`src/hdl/spi_bus_pkg.sv`:
```
package spi_bus_pkg;

	// ~~~~~~~~~~~~~~~~~~~~~~~~~~~~~~~~~~~~~~~~~~~~~~~~~~~~~~~~~~~~
	// system-bus widths
	// ~~~~~~~~~~~~~~~~~~~~~~~~~~~~~~~~~~~~~~~~~~~~~~~~~~~~~~~~~~~~

	typedef logic [7:0] sb_addr_t;
	typedef logic [7:0] sb_data_t;

	typedef logic [3:0] spi_phase_t; // one of the 16 SCK edges of a byte.

	// one pending request, held stable for as long as the strobe is up.
	typedef struct packed {
		sb_addr_t addr;
		sb_data_t wdata;
		logic     rw; // 1 means write.
	} sb_req_t;

	// ~~~~~~~~~~~~~~~~~~~~~~~~~~~~~~~~~~~~~~~~~~~~~~~~~~~~~~~~~~~~
	// SPI core register map
	// ~~~~~~~~~~~~~~~~~~~~~~~~~~~~~~~~~~~~~~~~~~~~~~~~~~~~~~~~~~~~

	localparam sb_addr_t SB_SPICSR  = 8'h00; // bit 0 pulls SSb low.
	localparam sb_addr_t SB_SPIBR   = 8'h01; // SCK half-period is value plus one clocks.
	localparam sb_addr_t SB_SPITXDR = 8'h02; // a write here starts a byte.
	localparam sb_addr_t SB_SPIRXDR = 8'h03;
	localparam sb_addr_t SB_SPISR   = 8'h04;

	// status bits of SB_SPISR.
	localparam int SR_TRDY = 0; // shifter idle.
	localparam int SR_RRDY = 1; // unread byte in SB_SPIRXDR.

endpackage

```
`src/hdl/spi_host_pkg.sv`:
```
package spi_host_pkg;

	typedef logic [7:0]  host_addr_t;
	typedef logic [15:0] host_data_t;

	// ~~~~~~~~~~~~~~~~~~~~~~~~~~~~~~~~~~~~~~~~~~~~~~~~~~~~~~~~~~~~
	// host register window
	// ~~~~~~~~~~~~~~~~~~~~~~~~~~~~~~~~~~~~~~~~~~~~~~~~~~~~~~~~~~~~

	localparam host_addr_t HA_ADDR = 8'h00; // system-bus address, write only.
	localparam host_addr_t HA_DOUT = 8'h01; // last read result.
	localparam host_addr_t HA_DIN  = 8'h02; // system-bus write data, write only.
	localparam host_addr_t HA_CMD  = 8'h03;
	localparam host_addr_t HA_STAT = 8'h04;

	localparam int CMD_GO_WRITE = 0;
	localparam int CMD_GO_READ  = 1;

	localparam int STAT_WR_DONE = 0;
	localparam int STAT_RD_DONE = 1;

	// states of the bridge that talks to the SPI core.
	typedef enum logic [2:0] {
		ST_IDLE       = 3'd0,
		ST_READ       = 3'd1,
		ST_READ_DONE  = 3'd2,
		ST_WRITE      = 3'd3,
		ST_WRITE_DONE = 3'd4
	} glue_state_t;

endpackage

```
`src/hdl/sb_spi_regs.sv`:
```
module sb_spi_regs (
	input  logic                  CLK,
	input  logic                  RSTb,
	input  spi_bus_pkg::sb_req_t  sb_req,
	input  logic                  sb_stb,
	output logic                  sb_ack,
	output spi_bus_pkg::sb_data_t sb_rdata,
	output logic                  tx_start,
	output spi_bus_pkg::sb_data_t tx_byte,
	output logic                  cs_active,
	output spi_bus_pkg::sb_data_t clk_div,
	input  logic                  busy,
	input  logic                  rx_valid,
	input  spi_bus_pkg::sb_data_t rx_byte
);

	logic take;    // a strobed request not yet acknowledged.
	logic tx_idle;
	logic tx_load;
	logic rrdy;

	spi_bus_pkg::sb_data_t rx_r;
	spi_bus_pkg::sb_data_t rd_mux;

	assign take = sb_stb && !sb_ack;

	// a start issued last cycle has not reached the shifter's busy yet.
	assign tx_idle = !(busy || tx_start);
	assign tx_load = take && sb_req.rw && (sb_req.addr == spi_bus_pkg::SB_SPITXDR) && tx_idle;

	always_comb begin
		rd_mux = '0;
		case (sb_req.addr)
			spi_bus_pkg::SB_SPICSR:  rd_mux[0] = cs_active;
			spi_bus_pkg::SB_SPIBR:   rd_mux = clk_div;
			spi_bus_pkg::SB_SPITXDR: rd_mux = tx_byte;
			spi_bus_pkg::SB_SPIRXDR: rd_mux = rx_r;
			spi_bus_pkg::SB_SPISR: begin
				rd_mux[spi_bus_pkg::SR_TRDY] = tx_idle;
				rd_mux[spi_bus_pkg::SR_RRDY] = rrdy;
			end
			default: rd_mux = '0;
		endcase
	end

	// ~~~~~~~~~~~~~~~~~~~~~~~~~~~~~~~~~~~~~~~~~~~~~~~~~~~~~~~~~~~~
	// control registers and handshake
	// ~~~~~~~~~~~~~~~~~~~~~~~~~~~~~~~~~~~~~~~~~~~~~~~~~~~~~~~~~~~~

	always_ff @(posedge CLK) begin
		if (!RSTb) begin
			sb_ack    <= 1'b0;
			tx_start  <= 1'b0;
			cs_active <= 1'b0;
			clk_div   <= '0;
			rrdy      <= 1'b0;
		end else begin
			sb_ack   <= take;
			tx_start <= tx_load; // a write while busy is acknowledged and dropped.
			if (take && sb_req.rw) begin
				case (sb_req.addr)
					spi_bus_pkg::SB_SPICSR: cs_active <= sb_req.wdata[0];
					spi_bus_pkg::SB_SPIBR:  clk_div <= sb_req.wdata;
					default: ;
				endcase
			end
			if (rx_valid) begin
				rrdy <= 1'b1;
			end else if (take && !sb_req.rw && sb_req.addr == spi_bus_pkg::SB_SPIRXDR) begin
				rrdy <= 1'b0;
			end
		end
	end

	always_ff @(posedge CLK) begin
		if (take) begin
			sb_rdata <= rd_mux; // valid together with the acknowledge.
		end
		if (tx_load) begin
			tx_byte <= sb_req.wdata;
		end
		if (rx_valid) begin
			rx_r <= rx_byte;
		end
	end

endmodule

```
`src/hdl/spi_flash.sv`:
```
module spi_flash #(
	parameter int BITS         = 16,
	parameter int ADDRESS_BITS = 8
) (
	input  logic                    CLK,
	input  logic                    RSTb,
	input  logic [ADDRESS_BITS-1:0] ADDRESS,
	input  logic [BITS-1:0]         DATA_IN,
	output logic [BITS-1:0]         DATA_OUT,
	input  logic                    WR,
	output spi_bus_pkg::sb_req_t    sb_req,
	output logic                    sb_stb,
	input  logic                    sb_ack,
	input  spi_bus_pkg::sb_data_t   sb_rdata
);

	spi_bus_pkg::sb_addr_t addr_r;
	spi_bus_pkg::sb_data_t din_r;
	spi_bus_pkg::sb_data_t dout_r;

	logic wr_addr;
	logic wr_din;
	logic wr_cmd;
	logic go_write;
	logic go_read;
	logic wr_done;
	logic rd_done;

	spi_host_pkg::glue_state_t state;
	spi_host_pkg::glue_state_t state_next;

	// ~~~~~~~~~~~~~~~~~~~~~~~~~~~~~~~~~~~~~~~~~~~~~~~~~~~~~~~~~~~~
	// host window
	// ~~~~~~~~~~~~~~~~~~~~~~~~~~~~~~~~~~~~~~~~~~~~~~~~~~~~~~~~~~~~

	assign wr_addr = WR && (ADDRESS == ADDRESS_BITS'(spi_host_pkg::HA_ADDR));
	assign wr_din  = WR && (ADDRESS == ADDRESS_BITS'(spi_host_pkg::HA_DIN));
	assign wr_cmd  = WR && (ADDRESS == ADDRESS_BITS'(spi_host_pkg::HA_CMD));

	always_ff @(posedge CLK) begin
		if (wr_addr) begin
			addr_r <= DATA_IN[7:0];
		end
		if (wr_din) begin
			din_r <= DATA_IN[7:0];
		end
	end

	// the command bits only live for one cycle, as go pulses.
	always_ff @(posedge CLK) begin
		if (!RSTb) begin
			go_write <= 1'b0;
			go_read  <= 1'b0;
		end else begin
			go_write <= wr_cmd && DATA_IN[spi_host_pkg::CMD_GO_WRITE];
			go_read  <= wr_cmd && DATA_IN[spi_host_pkg::CMD_GO_READ];
		end
	end

	always_comb begin
		DATA_OUT = '0; // unreadable addresses return zero.
		if (ADDRESS == ADDRESS_BITS'(spi_host_pkg::HA_DOUT)) begin
			DATA_OUT = BITS'(dout_r);
		end else if (ADDRESS == ADDRESS_BITS'(spi_host_pkg::HA_STAT)) begin
			DATA_OUT[spi_host_pkg::STAT_WR_DONE] = wr_done;
			DATA_OUT[spi_host_pkg::STAT_RD_DONE] = rd_done;
		end
	end

	// ~~~~~~~~~~~~~~~~~~~~~~~~~~~~~~~~~~~~~~~~~~~~~~~~~~~~~~~~~~~~
	// bridge state machine
	// ~~~~~~~~~~~~~~~~~~~~~~~~~~~~~~~~~~~~~~~~~~~~~~~~~~~~~~~~~~~~

	always_comb begin
		state_next = state;
		case (state)
			spi_host_pkg::ST_IDLE: begin
				if (go_write) begin // write wins when both go bits are set.
					state_next = spi_host_pkg::ST_WRITE;
				end else if (go_read) begin
					state_next = spi_host_pkg::ST_READ;
				end
			end
			spi_host_pkg::ST_READ: begin
				if (sb_ack) begin
					state_next = spi_host_pkg::ST_READ_DONE;
				end
			end
			spi_host_pkg::ST_WRITE: begin
				if (sb_ack) begin
					state_next = spi_host_pkg::ST_WRITE_DONE;
				end
			end
			default: state_next = spi_host_pkg::ST_IDLE; // both done states last one cycle.
		endcase
	end

	always_ff @(posedge CLK) begin
		if (!RSTb) begin
			state   <= spi_host_pkg::ST_IDLE;
			wr_done <= 1'b0;
			rd_done <= 1'b0;
			dout_r  <= '0;
		end else begin
			state <= state_next;
			if (state == spi_host_pkg::ST_IDLE && go_write) begin
				wr_done <= 1'b0;
			end else if (state == spi_host_pkg::ST_WRITE_DONE) begin
				wr_done <= 1'b1;
			end
			if (state == spi_host_pkg::ST_IDLE && !go_write && go_read) begin
				rd_done <= 1'b0;
			end else if (state == spi_host_pkg::ST_READ_DONE) begin
				rd_done <= 1'b1;
			end
			if (state == spi_host_pkg::ST_READ && sb_ack) begin
				dout_r <= sb_rdata;
			end
		end
	end

	// the strobe stays up in the request states until the acknowledge.
	assign sb_stb = (state == spi_host_pkg::ST_READ) || (state == spi_host_pkg::ST_WRITE);

	always_comb begin
		sb_req.addr  = addr_r;
		sb_req.wdata = din_r;
		sb_req.rw    = (state == spi_host_pkg::ST_WRITE);
	end

endmodule

```
`src/hdl/spi_flash_top.sv`:
```
module spi_flash_top #(
	parameter int BITS         = 16,
	parameter int ADDRESS_BITS = 8
) (
	input  logic                    CLK,
	input  logic                    RSTb,
	input  logic [ADDRESS_BITS-1:0] ADDRESS,
	input  logic [BITS-1:0]         DATA_IN,
	output logic [BITS-1:0]         DATA_OUT,
	input  logic                    WR,
	output logic                    SCK,
	output logic                    MOSI,
	output logic                    SSb,
	input  logic                    MISO
);

	spi_bus_pkg::sb_req_t  sb_req;
	spi_bus_pkg::sb_data_t sb_rdata;
	spi_bus_pkg::sb_data_t tx_byte;
	spi_bus_pkg::sb_data_t clk_div;
	spi_bus_pkg::sb_data_t rx_byte;

	logic sb_stb;
	logic sb_ack;
	logic tx_start;
	logic cs_active;
	logic busy;
	logic rx_valid;

	spi_flash #(
		.BITS         (BITS),
		.ADDRESS_BITS (ADDRESS_BITS)
	) spi_flash_i (
		.CLK      (CLK),
		.RSTb     (RSTb),
		.ADDRESS  (ADDRESS),
		.DATA_IN  (DATA_IN),
		.DATA_OUT (DATA_OUT),
		.WR       (WR),
		.sb_req   (sb_req),
		.sb_stb   (sb_stb),
		.sb_ack   (sb_ack),
		.sb_rdata (sb_rdata)
	);

	sb_spi_regs sb_spi_regs_i (
		.CLK       (CLK),
		.RSTb      (RSTb),
		.sb_req    (sb_req),
		.sb_stb    (sb_stb),
		.sb_ack    (sb_ack),
		.sb_rdata  (sb_rdata),
		.tx_start  (tx_start),
		.tx_byte   (tx_byte),
		.cs_active (cs_active),
		.clk_div   (clk_div),
		.busy      (busy),
		.rx_valid  (rx_valid),
		.rx_byte   (rx_byte)
	);

	spi_shifter spi_shifter_i (
		.CLK       (CLK),
		.RSTb      (RSTb),
		.tx_start  (tx_start),
		.tx_byte   (tx_byte),
		.cs_active (cs_active),
		.clk_div   (clk_div),
		.busy      (busy),
		.rx_valid  (rx_valid),
		.rx_byte   (rx_byte),
		.SCK       (SCK),
		.MOSI      (MOSI),
		.SSb       (SSb),
		.MISO      (MISO)
	);

endmodule

```
`src/hdl/spi_shifter.sv`:
```
module spi_shifter (
	input  logic                  CLK,
	input  logic                  RSTb,
	input  logic                  tx_start,
	input  spi_bus_pkg::sb_data_t tx_byte,
	input  logic                  cs_active,
	input  spi_bus_pkg::sb_data_t clk_div,
	output logic                  busy,
	output logic                  rx_valid,
	output spi_bus_pkg::sb_data_t rx_byte,
	output logic                  SCK,
	output logic                  MOSI,
	output logic                  SSb,
	input  logic                  MISO
);

	spi_bus_pkg::sb_data_t div_cnt;
	spi_bus_pkg::sb_data_t tx_sr;
	spi_bus_pkg::spi_phase_t phase;

	logic tick;

	// one SCK half-period has elapsed.
	assign tick = busy && (div_cnt == clk_div);
	assign MOSI = tx_sr[7];

	// ~~~~~~~~~~~~~~~~~~~~~~~~~~~~~~~~~~~~~~~~~~~~~~~~~~~~~~~~~~~~
	// divider and edge counter
	// ~~~~~~~~~~~~~~~~~~~~~~~~~~~~~~~~~~~~~~~~~~~~~~~~~~~~~~~~~~~~

	always_ff @(posedge CLK) begin
		if (!RSTb) begin
			busy     <= 1'b0;
			rx_valid <= 1'b0;
			SCK      <= 1'b0;
			SSb      <= 1'b1;
			div_cnt  <= '0;
			phase    <= '0;
		end else begin
			SSb      <= !cs_active;
			rx_valid <= 1'b0;
			if (tx_start && !busy) begin
				busy    <= 1'b1;
				div_cnt <= '0;
				phase   <= '0;
			end else if (tick) begin
				div_cnt <= '0;
				SCK     <= !SCK;
				phase   <= phase + 4'd1;
				if (phase == 4'd15) begin
					// last falling edge, the eighth sample is already in.
					busy     <= 1'b0;
					rx_valid <= 1'b1;
				end
			end else if (busy) begin
				div_cnt <= div_cnt + 8'd1;
			end
		end
	end

	// even phases end in a rising edge, odd phases in a falling one.
	always_ff @(posedge CLK) begin
		if (tx_start && !busy) begin
			tx_sr <= tx_byte; // MSB is on MOSI before the first rising edge.
		end else if (tick && phase[0]) begin
			tx_sr <= {tx_sr[6:0], 1'b0};
		end
		if (tick && !phase[0]) begin
			rx_byte <= {rx_byte[6:0], MISO};
		end
	end

endmodule

```
`config.mk`:
```
export PLATFORM = sky130hd
export DESIGN_NAME = spi_flash_top
export DESIGN_NICKNAME = d
export VERILOG_FILES = /design/src/hdl/spi_bus_pkg.sv /design/src/hdl/spi_host_pkg.sv /design/src/hdl/sb_spi_regs.sv /design/src/hdl/spi_flash.sv /design/src/hdl/spi_flash_top.sv /design/src/hdl/spi_shifter.sv
export SDC_FILE = /design/constraint.sdc
export NUM_CORES = 1
export LEC_CHECK = 0
export BUFFER_PORTS_ARGS = -buffer_cell sky130_fd_sc_hd__buf_2
export CAP_MARGIN = 20
export CORE_MARGIN = 4
export CORE_UTILIZATION = 57
export CTS_CLUSTER_DIAMETER = 200
export DETAILED_ROUTE_END_ITERATION = 8
export GPL_ROUTABILITY_DRIVEN = 0
export PLACE_DENSITY = 0.78
export SLEW_MARGIN = 10
export SYNTH_ARGS = -nofsm -noshare
export SYNTH_HDL_FRONTEND = slang
export SYNTH_SLANG_ARGS = --single-unit
```
`constraint.sdc`:
```
create_clock -name CLK -period 2.6 [get_ports CLK]
set_input_delay 0.52 -clock CLK [delete_from_list [all_inputs] [get_ports CLK]]
set_output_delay 0.52 -clock CLK [all_outputs]
set_load 0.02 [all_outputs]
```
# After elaboration in Yosys (flattened, before gate mapping)
# Index checks and enable logic that the tools add are counted.
dict set report classes {
  addsub 2
  mul 0
  div 0
  order_cmp 0
  n_eq_ne 17
  shift 0
  muxes 19
  bitwise_logic 3
  n_reduce_logical 46
}
# op n
set ops {}
lappend ops {{$eq A8 B2 Y1 const B} 4}
lappend ops {{$logic_and A1 B1 Y1} 19}
lappend ops {{$pmux W6 S3} 1}
lappend ops {{$eq A8 B1 Y1 const B} 2}
lappend ops {{$eq A8 B3 Y1 const B} 2}
lappend ops {{$logic_not A8 Y1} 2}
lappend ops {{$mux W8} 2}
lappend ops {{$mux W3} 4}
lappend ops {{$pmux W3 S3} 1}
lappend ops {{$add A8 B1 Y8 const B} 1}
lappend ops {{$eq A8 B8 Y1} 1}
lappend ops {{$logic_not A1 Y1} 8}
lappend ops {{$reduce_and A2 Y1} 4}
lappend ops {{$reduce_bool A2 Y1} 4}
lappend ops {{$eq A3 B2 Y1 const B} 2}
lappend ops {{$mux W1} 6}
lappend ops {{$mux W6} 1}
lappend ops {{$reduce_or A2 Y1} 3}
lappend ops {{$reduce_or A3 Y1} 2}
lappend ops {{$pmux W1 S5} 1}
lappend ops {{$add A4 B1 Y4 const B} 1}
lappend ops {{$eq A4 B4 Y1 const B} 1}
lappend ops {{$mux W2} 2}
lappend ops {{$pmux W1 S4} 1}
lappend ops {{9 further kinds} 12}
dict set report totals {
  ff_bits 99
  latch_bits 0
  ram_bits 0
  mem_bits_ro 0
  input_bits 28
  out_inout_bits 19
  elab_cells 111
  memories 0
}

# Longest topological paths before layout
dict set report logic_depth {
  depth_word 7
  ltp_mapped 5
  depth_no_buf 4
}

# Hierarchy
# A second synthesis with hierarchy kept.
dict set report hier_totals {
  cells_unflattened 342
  hier_area_um2 4171.5
}
# mod n_inst cells_per_inst area_each_um2 seq_area_each_um2
set modules_own_cells {}
lappend modules_own_cells {sb_spi_regs 1 116 1497.7 960.9}
lappend modules_own_cells {spi_shifter 1 114 1395.1 800.8}
lappend modules_own_cells {spi_flash 1 112 1278.7 780.7}

# Worst setup path after synthesis
# Ideal clock, no wire load.
dict set report synth_path {
  kind {input to output}
  from {input ADDRESS[3]}
  to {output DATA_OUT[2]}
  arrival_ns 1.697
  t_required_ns 2.080
  slack_ns 0.383
  cell_stages 4
  path_buffers 0
  path_cell_list {nor4_1 or3b_1 nor2b_1 and2_1}
}
dict set report synth_via {
  elab_chain_len 2
}
# item line
set synth_rtl {}
lappend synth_rtl {{start, declared} spi_flash_top.sv:7} ;# input logic [ADDRESS_BITS-1:0] ADDRESS,
lappend synth_rtl {{$eq A8 B1 Y1} spi_flash.sv:62} ;# if (ADDRESS == ADDRESS_BITS'(spi_host_pkg::HA_DOUT)) begin
lappend synth_rtl {{$mux W6} spi_flash.sv:62}
lappend synth_rtl {{end, declared} spi_flash_top.sv:9} ;# output logic [BITS-1:0] DATA_OUT,
# Every way passes these cells.

# Worst setup path in the final report
dict set report layout_path {
  from {input ADDRESS[3]}
  to {output DATA_OUT[6]}
}
# The elaborated chain is that of the path after synthesis.

==> impl_metrics.tcl <==
set metrics [dict create \
    cp-start-kind "input port" \
    seq_area_frac_synth 0.628 \
    cts_tree "yes" \
    vdd_drop_max_mv 0.437 \
    synthArstFlopShare 0 \
    cap_violations 0 \
    ioPinCount 47 \
    synth.cell_area_mm2 0.00405 \
    path_clk_slew_ns 0.10 \
    cts_setup_buffers 0 \
    synth_edf_count 56 \
    grt.total_usage 0.196 \
    synth_cell_types 50 \
    slew_headroom 0.598 \
    start_util 0.593 \
    die_x_um 92.3 \
    tightestPinTransition_ns 0.601 \
    final.fill_count 536 \
    cpPeakStageDelay_ns 0.42 \
    drtPass1Iterations 4 \
    antenna_left 0 \
    grt_pass1_wl_um 12600 \
    post_cts_resize_count 0 \
    power_density_mw_per_mm2 601 \
    grt_max_degree 20 \
    path_buf_inv 3 \
    setup_viol 0 \
    clkSinkCount 99 \
    die_area_mm2 0.00852 \
    path_class "in -> out" \
    p_seq_frac 0.601 \
    syn_to_final_growth_pct 12.2 \
    p_clk_frac 0.382 \
    cp_data_arrival_time_ns 1.87 \
    drt_iter0_drc 201 \
    path_delay_family "simple AND/OR/NAND/NOR gates" \
    fin_setup_tns_ns 0 \
    fp.dieH_um 92.3 \
    nets 413 \
    required_ns 2.08 \
    finalCritPeriodShare 0.918 \
    antenna_cells 0 \
    crit_slowest_cell "or3b_1" \
    hp-class "in -> reg" \
    fin_cells 484 \
    routed-via-count 2707 \
    drt-wirelength-per-cell_um 16.3 \
    min_period_ns 2.39 \
    switching_share 0.221 \
    portBuffers 30 \
    fmax_mhz 419 \
    root_buffer "clkbuf_8" \
    hpwl_um 5780 \
    power_switching_uw 603 \
    row_count 30 \
    endpoint_kind "primary output" \
    coreArea_mm2 0.00683 \
    p_leak_uw 0.00160 \
    drv_slew 0 \
    path_max_fanout 6 \
    wirelength_um 7880 \
    antenna_found_initial 0 \
    clock_path_buffers 2 \
    grt_pass1_vias 2567 \
    dp_cells 468 \
    combPwrFrac 0.017 \
    postSynthCellCount 342 \
    cts_buffers 9 \
    yosys_register_bits 99 \
    finalHoldViolCount 0 \
    rsz0062_at_grt "no" \
    yosysWarningCount 0 \
    avgSynthCellArea_um2 11.8 \
    overflow 0 \
    p_int_uw 2130 \
    reg2reg_slack_ns 0.48 \
    drc 0 \
    cpMostUsedCell "buf_2" \
    clock-skew-final_ns 0.00948 \
    clock_latency_ns 0.37 \
    outcome "completed" \
    drive_above_1_share 0.173 \
    synth-main-ff-cell "edfxtp_1" \
    via_per_inst 5.59 \
    cp_cell_sequence "buf_2, nor4_1, or3b_1, nor2b_1, buf_4, and2_1, buf_2" \
    holdBufCountCts 0 \
    htreeDepth 3 \
]
## state kept, by name (all words and copies together), names as in the netlist, 3 cells and up
register and flops:
spi_shifter_i.phase 4, spi_flash_i.din_r 8, sb_spi_regs_i.tx_byte 8, spi_flash_i.addr_r 8, spi_shifter_i.div_cnt 8, spi_shifter_i.tx_sr 8
sb_spi_regs_i.sb_rdata 8, sb_spi_regs_i.clk_div 8, spi_flash_i.dout_r 8, sb_spi_regs_i.rx_r 8, spi_flash_i.state 3, spi_shifter_i.rx_byte 8
## kinds of logic (layout without fill, tap and decap cells)
kind of cell / after synthesis / in the layout / synth area share
adders and majority gates: 2 / 2 / 0.00618
and+or+nand+nor: 145 / 145 / 0.199
xor gates and xnor gates: 16 / 16 / 0.0346
buffers and inverters: 23 / 62 / 0.0294
AOI/OAI and AO/OA: 45 / 45 / 0.0745
other: 1 / 8 / 0.000926
DFF: 99 / 99 / 0.628
muxes: 11 / 11 / 0.0272
## power by group through the flow
| stage | Sequential, µW | Combinational [µW] | Clock, µW |
|---|---|---|---|
| 2_1_floorplan | 1680 | 33.7 | 0 |
| 3_3_place_gp | 1680 | 46.6 | 0 |
| 3_5_place_dp | 1680 | 47.8 | 0 |
| 4_1_cts | 1640 | 47.8 | 1070 |
| 5_1_grt | 1640 | 52.3 | 1140 |
| 6_report | 1640 | 47.6 | 1040 |
## metrics by stage
step	power [µW]	setup slack, ns	hold slack (ns)	util	instance area [µm²]
after floorplan	1710	0.383	0.366	-	4080
after global placement	1720	0.211	0.393	0.634	4330
after detailed placement	1720	0.201	0.400	0.634	4330
after CTS	2750	0.201	0.296	0.665	4540
after global routing	2830	0.0544	0.284	0.665	4540
final	2730	0.213	0.319	0.665	4540
## layer usage
metal / GRT usage / vias up / wire, µm
met2: 0.310 / 114 / 3810
met4: 0.0941 / 0 / 283
met3: 0.0632 / 23 / 559
li1: - / 1320 / -
met1: 0.243 / 1250 / 3230
met5: 0 / - / 0
## cell usage in the layout (no fill, tap or decap), types with 10 or more instances in the layout
cell type | synthesis | layout
nand3_1 | 21 | 21
nand2_1 | 29 | 29
mux2i_1 | 11 | 11
dfxtp_1 | 43 | 43
and2_1 | 18 | 18
nor2_1 | 22 | 22
buf_2 | 2 | 30
o21ai_1 | 10 | 10
edfxtp_1 | 56 | 56
a21oi_1 | 13 | 13
buf_4 | 8 | 11
nor3_1 | 14 | 14
## synth_stat cells (4+ instances only)
| master | count | share of area |
|---|---|---|
| nor2_1 | 22 | 0.020 |
| a21oi_1 | 13 | 0.016 |
| and2_1 | 18 | 0.028 |
| mux2i_1 | 11 | 0.027 |
| nand2_1 | 29 | 0.027 |
| and3_1 | 4 | 0.0062 |
| nand4_1 | 4 | 0.0062 |
| a221o_1 | 7 | 0.017 |
| nand3_1 | 21 | 0.026 |
| clkbuf_1 | 8 | 0.0074 |
| nor3_1 | 14 | 0.017 |
| edfxtp_1 | 56 | 0.42 |
| dfxtp_1 | 43 | 0.21 |
| o21ai_1 | 10 | 0.012 |
| xor2_1 | 7 | 0.015 |
| buf_4 | 8 | 0.015 |
| nor2b_1 | 6 | 0.0093 |
| and4_1 | 4 | 0.0087 |
| xnor2_1 | 9 | 0.019 |
## layout make-up
cell class	count	area, µm²	share of cell area
clock inverters	7	90.1	0.0198
well taps	96	120	0.0264
multi-input cells	227	1410	0.311
clock buffers	9	124	0.0273
inverters	5	18.8	0.00413
repair buffers	41	233	0.0512
flip-flops and latches	99	2540	0.560
## worst paths after layout
kind | from | end | depth (start not counted)
worst max register to register | spi_flash_i.addr_r[3] | sb_spi_regs_i.sb_rdata[6] | 4
worst max-delay path | ADDRESS[3] | DATA_OUT[6] | 7
worst min-delay path | MISO | spi_shifter_i.rx_byte[0] | 1
worst min register to register | sb_spi_regs_i.cs_active | spi_shifter_i.SSb | 1
Power figures use the tool's default switching activity.
